<file path="config.mk">
export PLATFORM = sky130hd
export DESIGN_NAME = lbp_detector
export DESIGN_NICKNAME = d
export VERILOG_FILES = /design/src/hw/lbp_pkg.sv /design/src/hw/lbp_detector.sv /design/src/hw/lbp_classifier.sv /design/src/hw/window_buffer.sv /design/src/hw/resize_tracker.sv
export VERILOG_INCLUDE_DIRS = /design/src /design/src/include
export SDC_FILE = /design/constraint.sdc
export NUM_CORES = 1
export LEC_CHECK = 0
export ABC_AREA = 1
export BUFFER_PORTS_ARGS = -buffer_cell sky130_fd_sc_hd__buf_2
export CORE_MARGIN = 10
export CORE_UTILIZATION = 55
export DETAILED_ROUTE_END_ITERATION = 6
export GPL_ROUTABILITY_DRIVEN = 0
export PLACE_DENSITY = 0.71
export SYNTH_ARGS = -nofsm -noshare
export SYNTH_HDL_FRONTEND = slang
export SYNTH_SLANG_ARGS = --single-unit
</file>
<file path="constraint.sdc">
create_clock -name clk_fpga -period 7.64 [get_ports clk_fpga]
set_input_delay 1.146 -clock clk_fpga [delete_from_list [all_inputs] [get_ports clk_fpga]]
set_output_delay 1.146 -clock clk_fpga [all_outputs]
set_load 0.01 [all_outputs]
</file>
<file path="src/include/lbp_macros.svh">
`ifndef LBP_MACROS_SVH
`define LBP_MACROS_SVH

// datapath widths
`define LBP_PIXEL_W 8
`define LBP_COORD_W 12
`define LBP_WEIGHT_W 8
`define LBP_SCORE_W 12

// decimation as a power of two where 1 keeps every second pixel
`define LBP_RESIZE_SHIFT 1

`define LBP_RESIZE_WIDTH 8 // resized row length and line buffer depth

`define LBP_MAX_STAGES 4 // cascade depth bound

`endif
</file>
<file path="src/hw/lbp_pkg.sv">
`include "lbp_macros.svh"

package lbp_pkg;

	typedef logic [`LBP_PIXEL_W-1:0] pixel_t;
	typedef logic [`LBP_COORD_W-1:0] coord_t;

	// bit 7 is top-left and the bits run clockwise round to bit 0 at left-middle
	typedef logic [7:0] lbp_code_t;

	typedef logic [`LBP_WEIGHT_W-1:0] weight_t;
	typedef logic [`LBP_SCORE_W-1:0] score_t;

	typedef logic [9*`LBP_PIXEL_W-1:0] window_t; // row-major with the centre at index 4

	typedef enum logic
	{
		ST_FILL,
		ST_INSPECT
	} det_state_t;

endpackage

</file>
<file path="src/hw/lbp_detector.sv">
`timescale 1ns/1ns
`include "lbp_macros.svh"

module lbp_detector
(
	input  logic               clk_fpga,
	input  logic               reset_fpga,
	input  logic               i_pixel_valid,
	input  lbp_pkg::pixel_t    i_pixel,
	input  lbp_pkg::coord_t    i_ori_x,
	input  lbp_pkg::coord_t    i_ori_y,
	input  logic               i_db_valid,
	input  lbp_pkg::lbp_code_t i_db_code,
	input  lbp_pkg::weight_t   i_db_weight,
	input  lbp_pkg::score_t    i_db_threshold,
	input  logic               i_db_last_in_stage,
	input  logic               i_db_last_stage,
	output logic               o_pixel_request,
	output logic               o_database_request,
	output logic               o_inspect_done,
	output logic               o_candidate,
	output lbp_pkg::coord_t    o_resize_x,
	output lbp_pkg::coord_t    o_resize_y
);

	lbp_pkg::det_state_t state;
	lbp_pkg::det_state_t next_state;
	lbp_pkg::coord_t column;
	lbp_pkg::window_t window;
	logic reach;
	logic write;
	logic window_complete;
	logic db_valid;

	// the decision cycle already hands the stream back to the pixel side
	assign o_pixel_request = ((state == lbp_pkg::ST_FILL) && !window_complete) ||
		((state == lbp_pkg::ST_INSPECT) && o_inspect_done);
	assign o_database_request = (state == lbp_pkg::ST_INSPECT) && !o_inspect_done;

	assign write    = i_pixel_valid && o_pixel_request && reach;
	assign db_valid = i_db_valid && o_database_request; // strobes outside a request drop here
	assign column   = i_ori_x >> `LBP_RESIZE_SHIFT;

	always_ff @(posedge clk_fpga)
	begin
		if (reset_fpga)
			state <= lbp_pkg::ST_FILL;
		else
			state <= next_state;
	end

	always_comb
	begin
		next_state = state;
		case (state)
			lbp_pkg::ST_FILL:
			begin
				if (window_complete)
					next_state = lbp_pkg::ST_INSPECT;
			end
			lbp_pkg::ST_INSPECT:
			begin
				if (o_inspect_done)
					next_state = lbp_pkg::ST_FILL;
			end
			default:
				next_state = lbp_pkg::ST_FILL;
		endcase
	end

	resize_tracker i_resize_tracker
	(
		.clk_fpga          (clk_fpga),
		.reset_fpga        (reset_fpga),
		.i_write           (write),
		.i_ori_x           (i_ori_x),
		.i_ori_y           (i_ori_y),
		.o_reach           (reach),
		.o_resize_x        (o_resize_x),
		.o_resize_y        (o_resize_y),
		.o_window_complete (window_complete)
	);

	window_buffer i_window_buffer
	(
		.clk_fpga   (clk_fpga),
		.reset_fpga (reset_fpga),
		.i_write    (write),
		.i_pixel    (i_pixel),
		.i_column   (column),
		.o_window   (window)
	);

	lbp_classifier i_lbp_classifier
	(
		.clk_fpga           (clk_fpga),
		.reset_fpga         (reset_fpga),
		.i_start            (window_complete), // one pulse per finished window
		.i_window           (window),
		.i_db_valid         (db_valid),
		.i_db_code          (i_db_code),
		.i_db_weight        (i_db_weight),
		.i_db_threshold     (i_db_threshold),
		.i_db_last_in_stage (i_db_last_in_stage),
		.i_db_last_stage    (i_db_last_stage),
		.o_inspect_done     (o_inspect_done),
		.o_candidate        (o_candidate)
	);

	a_request_exclusive: assert property (@(posedge clk_fpga) disable iff (reset_fpga)
		!(o_pixel_request && o_database_request));

endmodule

</file>
<file path="src/hw/lbp_classifier.sv">
`timescale 1ns/1ns
`include "lbp_macros.svh"

module lbp_classifier
(
	input  logic               clk_fpga,
	input  logic               reset_fpga,
	input  logic               i_start,
	input  lbp_pkg::window_t   i_window,
	input  logic               i_db_valid,
	input  lbp_pkg::lbp_code_t i_db_code,
	input  lbp_pkg::weight_t   i_db_weight,
	input  lbp_pkg::score_t    i_db_threshold,
	input  logic               i_db_last_in_stage,
	input  logic               i_db_last_stage,
	output logic               o_inspect_done,
	output logic               o_candidate
);

	lbp_pkg::lbp_code_t code_q;
	lbp_pkg::score_t score_q;
	lbp_pkg::score_t score_next;
	logic [$clog2(`LBP_MAX_STAGES+1)-1:0] stage_q;
	logic busy;
	logic match;

	function automatic lbp_pkg::lbp_code_t lbp_code(input lbp_pkg::window_t win);
		lbp_pkg::pixel_t p [9];
		lbp_pkg::lbp_code_t code;
		for (int i = 0; i < 9; i++)
			p[i] = win[i*`LBP_PIXEL_W +: `LBP_PIXEL_W];
		// clockwise from top-left and compared against the centre
		code[7] = p[0] >= p[4];
		code[6] = p[1] >= p[4];
		code[5] = p[2] >= p[4];
		code[4] = p[5] >= p[4];
		code[3] = p[8] >= p[4];
		code[2] = p[7] >= p[4];
		code[1] = p[6] >= p[4];
		code[0] = p[3] >= p[4];
		return code;
	endfunction

	assign match = (i_db_code == code_q);
	assign score_next = score_q + (match ? lbp_pkg::score_t'(i_db_weight) : '0);

	always_ff @(posedge clk_fpga)
	begin
		if (i_start)
			code_q <= lbp_code(i_window);
	end

	always_ff @(posedge clk_fpga)
	begin
		if (reset_fpga)
		begin
			busy           <= 1'b0;
			score_q        <= '0;
			stage_q        <= '0;
			o_inspect_done <= 1'b0;
			o_candidate    <= 1'b0;
		end
		else
		begin
			o_inspect_done <= 1'b0;
			o_candidate    <= 1'b0;
			if (i_start)
			begin
				busy    <= 1'b1;
				score_q <= '0;
				stage_q <= '0;
			end
			else if (busy && i_db_valid)
			begin
				if (i_db_last_in_stage)
				begin
					if (score_next < i_db_threshold)
					begin
						busy           <= 1'b0; // reject skips the remaining stages
						o_inspect_done <= 1'b1;
					end
					else if (i_db_last_stage)
					begin
						busy           <= 1'b0;
						o_inspect_done <= 1'b1;
						o_candidate    <= 1'b1;
					end
					else
					begin
						score_q <= '0; // each stage scores on its own
						stage_q <= stage_q + 1'b1;
					end
				end
				else
					score_q <= score_next;
			end
		end
	end

	a_stage_bound: assert property (@(posedge clk_fpga) disable iff (reset_fpga)
		stage_q < `LBP_MAX_STAGES);

	// entries only count between a start and its decision
	a_db_in_window: assert property (@(posedge clk_fpga) disable iff (reset_fpga)
		i_db_valid |-> busy);

endmodule

</file>
<file path="src/hw/window_buffer.sv">
`timescale 1ns/1ns
`include "lbp_macros.svh"

module window_buffer
(
	input  logic             clk_fpga,
	input  logic             reset_fpga,
	input  logic             i_write,
	input  lbp_pkg::pixel_t  i_pixel,
	input  lbp_pkg::coord_t  i_column,
	output lbp_pkg::window_t o_window
);

	localparam int COL_W = $clog2(`LBP_RESIZE_WIDTH);

	lbp_pkg::pixel_t line_mid [`LBP_RESIZE_WIDTH]; // previous resized row
	lbp_pkg::pixel_t line_top [`LBP_RESIZE_WIDTH]; // two rows up
	lbp_pkg::pixel_t win [9];
	lbp_pkg::pixel_t col_top;
	lbp_pkg::pixel_t col_mid;
	logic [COL_W-1:0] col;

	assign col = i_column[COL_W-1:0];

	// older rows at this column are read before the write below replaces them
	assign col_top = line_top[col];
	assign col_mid = line_mid[col];

	// each column is rewritten one resized row later so rows age by themselves
	always_ff @(posedge clk_fpga)
	begin
		if (i_write)
		begin
			line_top[col] <= col_mid;
			line_mid[col] <= i_pixel;
		end
	end

	always_ff @(posedge clk_fpga)
	begin
		if (reset_fpga)
			win <= '{default: '0};
		else if (i_write)
		begin
			for (int r = 0; r < 3; r++)
			begin
				win[3*r]   <= win[3*r+1]; // shift one column left
				win[3*r+1] <= win[3*r+2];
			end
			win[2] <= col_top;
			win[5] <= col_mid;
			win[8] <= i_pixel; // bottom-right is the newest pixel
		end
	end

	always_comb
	begin
		for (int i = 0; i < 9; i++)
			o_window[i*`LBP_PIXEL_W +: `LBP_PIXEL_W] = win[i];
	end

endmodule

</file>
<file path="src/hw/resize_tracker.sv">
`timescale 1ns/1ns
`include "lbp_macros.svh"

module resize_tracker
(
	input  logic            clk_fpga,
	input  logic            reset_fpga,
	input  logic            i_write,
	input  lbp_pkg::coord_t i_ori_x,
	input  lbp_pkg::coord_t i_ori_y,
	output logic            o_reach,
	output lbp_pkg::coord_t o_resize_x,
	output lbp_pkg::coord_t o_resize_y,
	output logic            o_window_complete
);

	lbp_pkg::coord_t shift_x;
	lbp_pkg::coord_t shift_y;

	assign shift_x = i_ori_x >> `LBP_RESIZE_SHIFT;
	assign shift_y = i_ori_y >> `LBP_RESIZE_SHIFT;

	// only pixels on the decimation grid survive
	assign o_reach = (i_ori_x[`LBP_RESIZE_SHIFT-1:0] == '0) &&
		(i_ori_y[`LBP_RESIZE_SHIFT-1:0] == '0);

	always_ff @(posedge clk_fpga)
	begin
		if (i_write)
		begin
			o_resize_x <= shift_x; // held until the next kept pixel
			o_resize_y <= shift_y;
		end
	end

	// a full 3x3 window needs two older columns and two older rows
	always_ff @(posedge clk_fpga)
	begin
		if (reset_fpga)
			o_window_complete <= 1'b0;
		else
			o_window_complete <= i_write && (shift_x >= 2) && (shift_y >= 2);
	end

	a_column_in_range: assert property (@(posedge clk_fpga) disable iff (reset_fpga)
		i_write |-> (shift_x < `LBP_RESIZE_WIDTH));

endmodule

</file>
Word-level counts from Yosys, hierarchy flattened
Memories as Yosys holds them, arrays and structs flattened. A register that Yosys moved wholly into a read port is not among the register bits.
Cells that the tools add are included.

storage, ports and cells
  register bits = 111
  input bits = 66
  logic and storage cells = 76
  memories kept = 2
  memory bits (writable) = 128

memory list
  memory                    depth  bits a word  rd ports  clocked after memory_dff  wr ports  RTL line             RTL
  i_window_buffer.line_mid  8      8            1         0                         1         window_buffer.sv:16  lbp_pkg::pixel_t line_mid [`LBP_RESIZE_WIDTH];
  i_window_buffer.line_top  8      8            1         1                         1         window_buffer.sv:17  lbp_pkg::pixel_t line_top [`LBP_RESIZE_WIDTH];

cells by class
  bitwise logic cells = 5
  magnitude comparators = 11
  reductions and logical operators = 21
  add/subtract/negate cells = 1
  multiplexer cells = 16
  equal/unequal tests = 3

operator list
  operator             count
  $ge 8x8->1           8
  $mux 12              3
  $ge 11x2->1 const B  2
  $add 12x12->12       1
  $lt 12x12->1         1
  $mux 1               11
  $logic_and 1x1->1    10
  $eq 8x8->1           1
  $mux 8               1
  $reduce_and 3->1     2
  $not 1->1            5
  $reduce_or 5->1      1
  $ne 2x2->1 const B   2
  $reduce_bool 2->1    2
  $reduce_or 4->1      1
  $reduce_bool 3->1    1
  $logic_not 1->1      2
  $pmux 1 s2           1
  $reduce_or 2->1      1
  $logic_or 1x1->1     1

Logic depth before layout (Yosys ltp)
Gate-level depths: netlist of the first run.

  depth after elaboration = 8
  gate-level depth with buffers = 24

Hierarchy
From an unflattened synthesis of the first run, not the netlist that was laid out.

unflattened totals
  cells, all modules = 1296
  area total of the unflattened synthesis = 11851.4 um^2

by module, submodules not included
  module          instances  seq. area each (um^2)  cells each  area an instance (um^2)
  window_buffer   1          5285.1                 790         7798.7
  lbp_classifier  1          540.5                  445         3186.8
  resize_tracker  1          680.7                  46          783.3
  lbp_detector    1          20.0                   15          82.6

Worst setup path before layout of the first run
OpenSTA, ideal clock, no wires.

  path type = input to register
  start = input i_db_code[4]
  end = register i_lbp_classifier.score_q[10]
  cell stages on the path = 22
  setup slack = 3389 ps
  arrival = 4180 ps
  data required time = 7570 ps
  buffers on the path = 1
  cell sequence = xor2_1 -> nor4_1 -> nand4_1 -> nor2_1 -> ha_1 -> a21oi_1 -> nand2_1 -> nand2_1 -> nand3_1 -> or2_2 -> and2_1 -> ha_1 -> nand2_1 -> inv_1 -> nand2_1 -> nand2_1 -> a21oi_1 -> nand3_1 -> nand3_1 -> buf_2 -> nand2_1 -> a21oi_1

on the way
  word-level cells in the longest chain between the ends = 6
  elaborated cells between the ends (all ways) = 7
  classes of those cells = add/sub: 1; order compare: 1; eq/ne: 2; mux: 2; reduce/logical: 1

ends and longest elaborated chain
  element                            RTL line              RTL
  start: declaration                 lbp_detector.sv:13    input lbp_pkg::lbp_code_t i_db_code,
  $eq 8x8->1 (*)                     lbp_classifier.sv:44  assign match = (i_db_code == code_q);
  $mux 8 (*)                         lbp_classifier.sv:45  assign score_next = score_q + (match ? lbp_pkg::score_t'(i_db_weight) : '0);
  $add 12x12->12 (*)                 lbp_classifier.sv:45
  $lt 12x12->1                       lbp_classifier.sv:77  if (score_next < i_db_threshold)
  $ne 2x2->1 (no source line)        -
  $reduce_and 3->1 (no source line)  -
  end signal: assignment             lbp_classifier.sv:95  score_q <= score_next;
  end: declaration                   lbp_classifier.sv:21  lbp_pkg::score_t score_q;

Every way passes the cells marked *; elsewhere a longest branch is shown, timed or not.
A chain may end at the register's enable or synchronous reset.

Worst setup path after layout of the first run
  start = input i_db_code[4]
  end = register i_lbp_classifier.score_q[11]

The elaborated chain is that of the path after synthesis.

==> results.toml, run 1 <==
[global_route]
antenna_found_initial = 0
grt_max_degree = 85
grt_pass1_wl_um = 40520
grt_overflow = 0
grt_pass1_vias = 7850
grt_usage = 0.1882

[worst_setup_path]
worstSetupStartpointType = "input port"
arrival_ns = 4.96
worstPathRequired_ns = 8.09
cp-end-kind = "flop"
critPathKind = "input port to flop"
rr_startpoint = "i_lbp_classifier.code_q[5]$_DFFE_PP_"
crit_start = "i_db_code[4]"
crit_fanout = 12

[route]
drcViolationCount = 0
ant_nets = 0
wl_met2_um = 11860
drt-initial-drc-count = 577
met3WireLength_um = 1944
totalWireLength_um = 25380
top_layer_used = "met4"
vias = 8088
drt-met1-wl_um = 11090
wl_per_cell_um = 17.00
drt-vias-per-instance = 5.417
firstDrtPassIters = 5

[yosys]
ys_async_sr_fraction = 0
ys_warn_count = 0
yosys-top-cells-area = "edfxtp_1 (42%), dfxtp_1 (16%), ha_1 (9.2%)"
synthFlopType = "edfxtp_1"
synth_area_um2 = 11310
synth.top_cell.area_share = 0.4196
synth_area_per_cell_um2 = 10.18
synthCells = 1111
synth_top_area_cell = "edfxtp_1"
ys_seq_area_frac = 0.5771
postSynthRegisterBits = 247
synth_edf_count = 158
synth_cell_types = 46

[cells_and_area]
multi_input_area_um2 = 4084
drive_gt1_frac = 0.1406
diodes = 0
seqCellArea_um2 = 6526
syn2layout_area_growth_pct = 13.61
fillers = 1658
final_nets = 1353

[sta]
max_freq_mhz = 221.6
hold_viol = 0
slew_headroom = 0.2768
fin_crit_sh = 0.5906
hold-worst-slack_ns = 0.4626
rsz0062_at_grt = "no"
finalMaxSlewViolations = 0
setup_viol = 0
fin_tns_setup_ns = 0
tightest_slew_ns = 1.081
finClkSkew_ns = 0.01381
min_period_ns = 4.512

[cts]
cts_resized = 0
postCtsSetupBuffers = 0
path_clk_slew_ns = 0.06
clockBufferDepth = 3
cts_made_buffers = 26
cts_hold_buf = 0
cts.sinks = 247
clock_latency_ns = 0.54
cts_tree = "built"
cts.htree.levels = 1
clock-root-buffer = "clkbuf_16"

[pwr]
p_leak_nw = 5.390
switching_share = 0.2238
p_switching_mw = 0.6813
pwr-share-clk = 0.432
internal_power_mw = 2.362
power_frac_comb = 0.083
seq_power_share = 0.485
power.density_nw_per_um2 = 236.9
vdd_ir_drop_max_mv = 0.2142

[floorplan]
die_w_um = 163.4
rows = 52
start_util = 0.5589
die_area_um2 = 26700
pin_count = 94
die_y_um = 163.4
coreArea_um2 = 20230

[placement]
hpwl_um = 16670
numPortBuffers = 91

[run]
cap_violations = 0

[outcome]
status = "finished clean"

[worst_hold_path]
hp-class = "flop to flop"
hp-start = "i_window_buffer.o_window[0]$_SDFFE_PP0P_"
metal layers:
metal  vias up  track usage
li1       4016            -
met1      3763       0.2389
met2       267       0.3214
met3        42      0.03373
met4         0      0.05574
met5         -            0
placed cells by master, fill, tap and decap left out, types with 5 or more instances in the layout:
master,netlist,layout
dfxtp_1,89,89
buf_4,3,11
o21ai_1,6,6
o21ai_0,68,68
xor2_1,9,9
clkbuf_8,3,5
nand2_1,189,189
a22o_1,7,7
a21oi_1,94,94
ha_1,83,83
nand3_1,41,41
clkbuf_1,16,6
nand4_1,18,18
inv_2,9,9
nand3_2,5,5
nor2_1,119,119
edfxtp_1,158,158
o2111ai_1,12,12
nor4_1,5,5
clkbuf_16,0,26
inv_1,109,109
a22oi_1,9,9
buf_2,10,91
cell families (layout without fill, tap and decap cells):
kind of cell,Yosys count,in the layout,share of synthesized area
AOI/OAI and AO/OA,208,208,0.1051
DFF,247,247,0.5771
xor gates and xnor gates,12,12,0.009295
other,1,2,0.0003316
buffers and inverters,158,269,0.06207
adders and majority gates,84,84,0.09361
and+or+nand+nor,401,401,0.1525
power groups by stage:
stage                     Combinational, mW  Clock (mW)  Sequential (mW)
after global routing                  0.291        1.39             1.48
after detailed placement              0.251           0             1.51
after CTS                             0.254        1.34             1.48
after global placement                0.245           0             1.50
after floorplan                       0.172           0             1.50
final                                 0.253        1.31             1.48
synth_stat cells, types with 6 or more instances:
master,number
a21oi_1,94
a22o_1,7
a22oi_1,9
buf_2,10
clkbuf_1,16
dfxtp_1,89
edfxtp_1,158
ha_1,83
inv_1,109
inv_2,9
nand2_1,189
nand3_1,41
nand4_1,18
nor2_1,119
o2111ai_1,12
o21ai_0,68
o21ai_1,6
xor2_1,9
metrics by stage:
step / util / cell area (µm²) / std cells / setup slack, ns / total power, mW
after floorplan: - / 11310 / 1112 / 3.389 / 1.674
after global placement: 0.5898 / 11940 / 1445 / 2.765 / 1.750
after detailed placement: 0.5898 / 11940 / 1445 / 2.594 / 1.756
after CTS: 0.6349 / 12850 / 1493 / 3.131 / 3.067
after global routing: 0.6349 / 12850 / 1493 / 2.727 / 3.161
final: 0.6349 / 12850 / 1493 / 3.128 / 3.044
critical path, stage by stage:
cell and delay, ns:
buf_2 0.10, xor2_1 0.13, nor4_1 0.39, nand4_1 0.40, nor2_1 0.21, ha_1 0.31, a21oi_1 0.16, nand2_1 0.12
nand2_1 0.10, nand3_1 0.09, or2_2 0.30, and2_1 0.14, ha_1 0.29, a21oi_1 0.16, nand2_1 0.07, a21oi_1 0.20
nand3_1 0.10, nand3_1 0.31, nand2_1 0.10, a21oi_1 0.14
final timing paths:
path         slack [ns]                                         to  depth (start not counted)
max                3.13  i_lbp_classifier.score_q[11]$_SDFFE_PP0P_                         20
min                0.46   i_window_buffer.o_window[0]$_SDFFE_PP0P_                          2
max reg2reg        3.43  i_lbp_classifier.score_q[11]$_SDFFE_PP0P_                         19
min reg2reg        0.46   i_window_buffer.o_window[0]$_SDFFE_PP0P_                          2
flip-flops by register name, indices dropped and copies added, names as in the netlist, 8 cells and up:
register / flops
i_window_buffer.o_window: 72
i_window_buffer.line_mid: 64
i_window_buffer.line_top: 64
i_lbp_classifier.score_q: 12
i_resize_tracker.o_resize_x: 11
i_resize_tracker.o_resize_y: 11
i_lbp_classifier.code_q: 8
layout make-up:
class                           count  share of cell area
Clock buffer                       37             0.05775
Clock inverter                     11             0.01325
Inverter                          119             0.03496
Multi-Input combinational cell    707              0.3179
Sequential cell                   247              0.5080
Tap cell                          270             0.02630
Timing Repair Buffer              102             0.04188
Note: power is estimated with default switching activity, not from simulation.
==> run 2: changes to the inputs <==
Settings changed: CORE_UTILIZATION 55 to 54, PLACE_DENSITY 0.71 to 0.73.
Clock period 7.64 ns to 3.7 ns, I/O delays scaled along.
==> run 2 against run 1 <==
Against the previous run: total power grew 100%; highest routed layer unchanged; critical path depth grew 1; register-to-register slack lost 3.4 ns; count of clock-buffer cells in the layout shrank 5; routed wire length grew 7.2%; cell area grew 5.2%; non-clock buffer count grew 32.
==> results.toml, run 2 (synthesis results as in run 1) <==
[outcome]
status = "finished clean"

[worst_setup_path]
crit_chain = "xor2_1 > nor4_2 > nand4_1 > buf_6 > nor2_2 > ha_1 > nand2_1 > nor2_2 > nand2_2 > nand3_2 > or2_4 > and2_4 > ha_4 > a21oi_1 > nand2_1 > a21oi_2 > nand3_2 > nand3_4 > buf_12 > nand2_4 > a21oi_2"
rr_startpoint = "i_lbp_classifier.code_q[2]$_DFFE_PP_"
crit_family = "simple AND/OR/NAND/NOR gates"
worstPathRequired_ns = 4.16
cp_num_buf_inv = 2
worstSetupStartpointType = "flop"
critPathKind = "flop to flop"
crit_fanout = 8
cp-end-kind = "flop"
crit_slowest_cell = "edfxtp_1"
arrival_ns = 4.14
crit_start = "i_lbp_classifier.code_q[2]$_DFFE_PP_"
cpPeakStageDelay_ns = 0.38

[sta]
tightest_slew_ns = 0.9677
rsz0062_at_grt = "yes"
finClkSkew_ns = 0.01532
slew_headroom = 0.3525
finalMaxSlewViolations = 0
min_period_ns = 3.687
setup_viol = 0
hold-worst-slack_ns = 0.2001
max_freq_mhz = 271.2
hold_viol = 0
fin_crit_sh = 0.9964

[cts]
cts_tree = "built"
clock_latency_ns = 0.54
cts_made_buffers = 27
clock-root-buffer = "clkbuf_16"
cts.htree.levels = 1
cts.sinks = 247
clockBufferDepth = 3
path_clk_slew_ns = 0.06
cts_hold_buf = 0

[worst_hold_path]
hp-start = "i_ori_y[1]"
hp-class = "input port to flop"

[pwr]
internal_power_mw = 4.712
switching_share = 0.2367
power.density_nw_per_um2 = 456.7
p_switching_mw = 1.461
vdd_ir_drop_max_mv = 0.5550
p_leak_nw = 5.589
power_frac_comb = 0.088
total_power_mw = 6.173
pwr-share-clk = 0.418
seq_power_share = 0.494

[cells_and_area]
syn2layout_area_growth_pct = 19.52
final_common_cell = "nand2_1"
largest_register_ffs = 72
final_cell_mix = "nand2_1 (163), edfxtp_1 (158), inv_1 (108), nor2_1 (108), buf_2 (91)"
stdcell_area_um2 = 13520
final_nets = 1386
diodes = 0
fillers = 1549
drive_gt1_frac = 0.2237

[run]
cap_violations = 0

[placement]
numPortBuffers = 91
hpwl_um = 16950
dpl_cell_area_um2 = 12160

[floorplan]
coreArea_um2 = 20430
die_area_um2 = 27130
pin_count = 94
die_y_um = 164.7
die_w_um = 164.7
rows = 52
start_util = 0.5535

[global_route]
grt_overflow = 0
grt_pass1_wl_um = 40910
grt_max_degree = 93
antenna_found_initial = 0
grt_pass1_vias = 8086
grt_usage = 0.1875

[route]
firstDrtPassIters = 6
vias = 8493
wl_per_cell_um = 17.83
totalWireLength_um = 27200
drt-initial-drc-count = 762
ant_nets = 0
drcViolationCount = 0
drt-vias-per-instance = 5.566
==> run 2: cell count changes in the layout (fill, tap and decap cells not counted), sizes merged <==
| cell | before | now |
|---|---|---|
| buf | 102 | 133 |
| clkinv | 5 | 10 |
| clkbuf | 37 | 33 |
| bufinv | 4 | 2 |
| clkinvlp | 1 | 3 |
| inv | 120 | 121 |
==> run 2: timing repair <==
item | 4_1_cts | 5_1_grt
buffers inserted | 1 | 4
gates resized for setup | 3 | 98
setup endpoints to repair | 12 | 15
pin swaps | 1 | 34
cloned | 0 | 1
==> run 2: layout make-up <==
cell class	instances	area [µm²]	area share
Inverter	119	449.2	0.03323
Multi-Input combinational cell	707	4511	0.3337
Tap cell	270	337.8	0.02500
Sequential cell	247	6526	0.4829
Clock inverter	17	151.4	0.01120
Clock buffer	32	704.4	0.05212
Timing Repair Buffer	134	835.8	0.06184
==> run 2: worst reg2reg max path, stage by stage (launching register included) <==
cell and delay, ns:
edfxtp_1 0.38, xor2_1 0.16, nor4_2 0.30, nand4_1 0.14
buf_6 0.18, nor2_2 0.13, ha_1 0.30, nand2_1 0.15
nor2_2 0.07, nand2_2 0.07, nand3_2 0.08, or2_4 0.25
and2_4 0.15, ha_4 0.21, a21oi_1 0.20, nand2_1 0.10
a21oi_2 0.19, nand3_2 0.11, nand3_4 0.10, buf_12 0.16
nand2_4 0.05, a21oi_2 0.13
==> run 2: worst paths after layout <==
kind                            cells after the start                                         to  slack [ns]
worst max-delay path                               21   i_lbp_classifier.score_q[3]$_SDFFE_PP0P_        0.01
worst min-delay path                                1   i_resize_tracker.o_resize_y[0]$_DFFE_PP_        0.20
worst max register to register                     21   i_lbp_classifier.score_q[3]$_SDFFE_PP0P_        0.01
worst min register to register                      2  i_window_buffer.o_window[24]$_SDFFE_PP0P_        0.46
==> run 2: power groups by stage <==
stage | sequential, mW | combinational (mW) | clock [mW]
final | 3.05 | 0.541 | 2.58
after global routing | 3.05 | 0.622 | 2.74
after CTS | 3.05 | 0.531 | 2.61
after detailed placement | 3.11 | 0.525 | 0
after global placement | 3.11 | 0.510 | 0
after floorplan | 3.10 | 0.355 | 0
==> run 2: per-layer routing <==
metal  part of all wire  GRT usage  up-vias  wire [µm]
met5                  0          0        -          0
met2               0.48     0.3199      305      13020
met3              0.073    0.02763       64       1979
met4              0.028    0.05636        0        765
li1                   -          -     4091          -
met1               0.42     0.2424     4033      11440
==> run 2: stage by stage <==
stage / setup TNS, ns / setup WS [ns] / std cells / util
finish: 0 / 0.01314 / 1526 / 0.6616
global placement: -1.666 / -0.1378 / 1471 / 0.5950
global route: -2.675 / -0.2180 / 1526 / 0.6616
detailed placement: -3.872 / -0.3331 / 1471 / 0.5950
CTS: 0 / 0.009568 / 1521 / 0.6379
floorplan: 0 / 0.04011 / 1112 / -
==> run 3: changes to the inputs <==
Settings changed: CELL_PAD_IN_SITES_DETAIL_PLACEMENT set to 1, CELL_PAD_IN_SITES_GLOBAL_PLACEMENT set to 1, CORE_UTILIZATION 54 to 44, CTS_BUF_LIST set to sky130_fd_sc_hd__clkbuf_8, PLACE_DENSITY 0.73 to 0.75.
==> run 3 against run 2 <==
Against the previous run: the flow now finishes with violations (setup timing); setup slack got worse by 0.31 ns; first-iteration DRC count decreased by 25%; largest cell class unchanged; critical path depth increased by 4; clock power decreased by 13%; count of clock-buffer cells in the layout increased by 12; hold slack got worse by 0.0061 ns.
==> results.toml, run 3 (synthesis results as in run 1) <==
[worst_setup_path]
critPathKind = "flop to flop"
rr_worst_depth = 25
cp_num_buf_inv = 3
rrSetupSlack_ns = -0.30
crit_family = "simple AND/OR/NAND/NOR gates"
crit_slowest_cell = "edfxtp_1"
crit_fanout = 8
cp-end-kind = "flop"
rr_endpoint = "i_lbp_classifier.score_q[4]$_SDFFE_PP0P_"
crit_top_cell = "nand2_2"
worstSetupStartpointType = "flop"
worstPathRequired_ns = 4.17
arrival_ns = 4.47
rr_startpoint = "i_lbp_classifier.code_q[4]$_DFFE_PP_"
cpPeakStageDelay_ns = 0.38

[route]
wl_per_cell_um = 20.88
vias = 8819
ant_nets = 0
drt-vias-per-instance = 5.404
firstDrtPassIters = 5
totalWireLength_um = 34070
drt-initial-drc-count = 571
drcViolationCount = 0

[floorplan]
die_w_um = 180.3
pin_count = 94
die_y_um = 180.3
die_area_um2 = 32510
start_util = 0.4478
coreArea_um2 = 25250
rows = 58

[worst_hold_path]
hp-start = "i_ori_y[10]"
hp-class = "input port to flop"
min_to = "i_resize_tracker.o_resize_y[9]$_DFFE_PP_"
hold_depth = 1

[placement]
hpwl_um = 20590
numPortBuffers = 91
placed_cells = 1531
place_worst_setup_slack_ns = -0.4637
dpl_cell_area_um2 = 12240

[pwr]
total_power_mw = 5.860
p_leak_nw = 5.766
power.density_nw_per_um2 = 425.6
vdd_ir_drop_max_mv = 0.3119

[global_route]
antenna_found_initial = 0
grt_pass1_vias = 9497
grt_max_degree = 93
grt_usage = 0.1901
grt_pass1_wl_um = 50610
grt_overflow = 0

[cts]
cts.htree.levels = 2
clock-root-buffer = "clkbuf_8"
cts_made_buffers = 43
cts_tree = "built"
cts.sinks = 247
path_clk_slew_ns = 0.07
clockBufferDepth = 3
clock_latency_ns = 0.56

[sta]
min_period_ns = 3.999
max_freq_mhz = 250.1
fin_ws_ns = -0.2992
rsz0062_at_grt = "yes"
finClkSkew_ns = 0.01716
slew_headroom = 0.2622
tightest_slew_ns = 1.103
finalMaxSlewViolations = 0
fin_crit_sh = 1.081
setup_viol = 15
hold_viol = 0
hold-worst-slack_ns = 0.1940
fin_tns_setup_ns = -3.144

[cells_and_area]
diodes = 0
syn2layout_area_growth_pct = 21.77
final_cell_mix = "edfxtp_1 (158), nand2_1 (155), inv_1 (129)"
final_nets = 1420
fillers = 2828
final_common_cell = "edfxtp_1"
fin_util = 0.5453
stdcell_area_um2 = 13770
largest_register_ffs = 72
drive_gt1_frac = 0.2512
fin_cells = 1632

[outcome]
violations = "setup timing"
status = "finished with violations"

[run]
cap_violations = 0
run 3: worst max-delay path by stage:
| stage | start | endpoint | slack [ns] | cells after the start |
|---|---|---|---|---|
| 6_report | i_lbp_classifier.code_q[4]$_DFFE_PP_ | i_lbp_classifier.score_q[4]$_SDFFE_PP0P_ | -0.30 | 25 |
| 5_1_grt | i_lbp_classifier.code_q[4]$_DFFE_PP_ | i_lbp_classifier.score_q[4]$_SDFFE_PP0P_ | -0.47 | 25 |
| 4_1_cts | i_lbp_classifier.code_q[2]$_DFFE_PP_ | i_lbp_classifier.score_q[0]$_SDFFE_PP0P_ | -0.02 | 24 |
| 3_5_place_dp | i_db_code[4] | i_lbp_classifier.score_q[11]$_SDFFE_PP0P_ | -0.46 | 22 |
| 3_3_place_gp | i_db_code[4] | i_lbp_classifier.score_q[4]$_SDFFE_PP0P_ | -0.33 | 24 |
| 2_1_floorplan | i_db_code[4] | i_lbp_classifier.score_q[10]$_SDFFE_PP0P_ | 0.04 | 22 |
run 3: worst register-to-register path, stage by stage (launching register included):
cell	delay [ns]
edfxtp_1	0.38
xor2_1	0.16
nor4_2	0.37
nand4_1	0.16
buf_6	0.20
nor2_4	0.11
ha_4	0.22
a21oi_2	0.18
nand2_2	0.13
nand2_2	0.10
nand2_2	0.08
nand2_2	0.12
nand3_2	0.14
and2_4	0.19
ha_4	0.25
nand2_1	0.08
nand2_1	0.08
nand2_1	0.09
nand2_2	0.07
a21oi_4	0.15
nand3_2	0.10
nand3_4	0.09
buf_12	0.11
buf_16	0.12
nand2_2	0.07
a21oi_1	0.17
run 3: layout make-up:
class / count / area, µm² / share of cell area
flip-flops and latches: 247 / 6526 / 0.4739
repair buffers: 152 / 989.7 / 0.07187
multi-input cells: 707 / 4639 / 0.3369
clock inverters: 33 / 147.6 / 0.01072
inverters: 119 / 449.2 / 0.03262
well taps: 330 / 412.9 / 0.02998
clock buffers: 44 / 605.6 / 0.04398
run 3: layer usage:
metal	global-route usage	share of wire	up-vias
met5	0	0	-
met4	0.05676	0.024	0
met3	0.03414	0.049	66
met2	0.3361	0.51	237
met1	0.2305	0.42	4363
li1	-	-	4153
run 3: where the power goes:
part	internal (mW)	leakage, nW	switching, mW
Combinational	0.197	3.15	0.373
Clock	1.11	0.464	1.13
Sequential	3.02	2.16	0.0365
Total	4.33	5.77	1.54
run 3: what timing repair did:
action / CTS / global route
hold buffers: 0 / 0
endpoints found under the setup margin: 14 / 15
buffers inserted: 14 / 12
pin swaps: 16 / 43
resized for setup: 39 / 89
cloned: 1 / 0
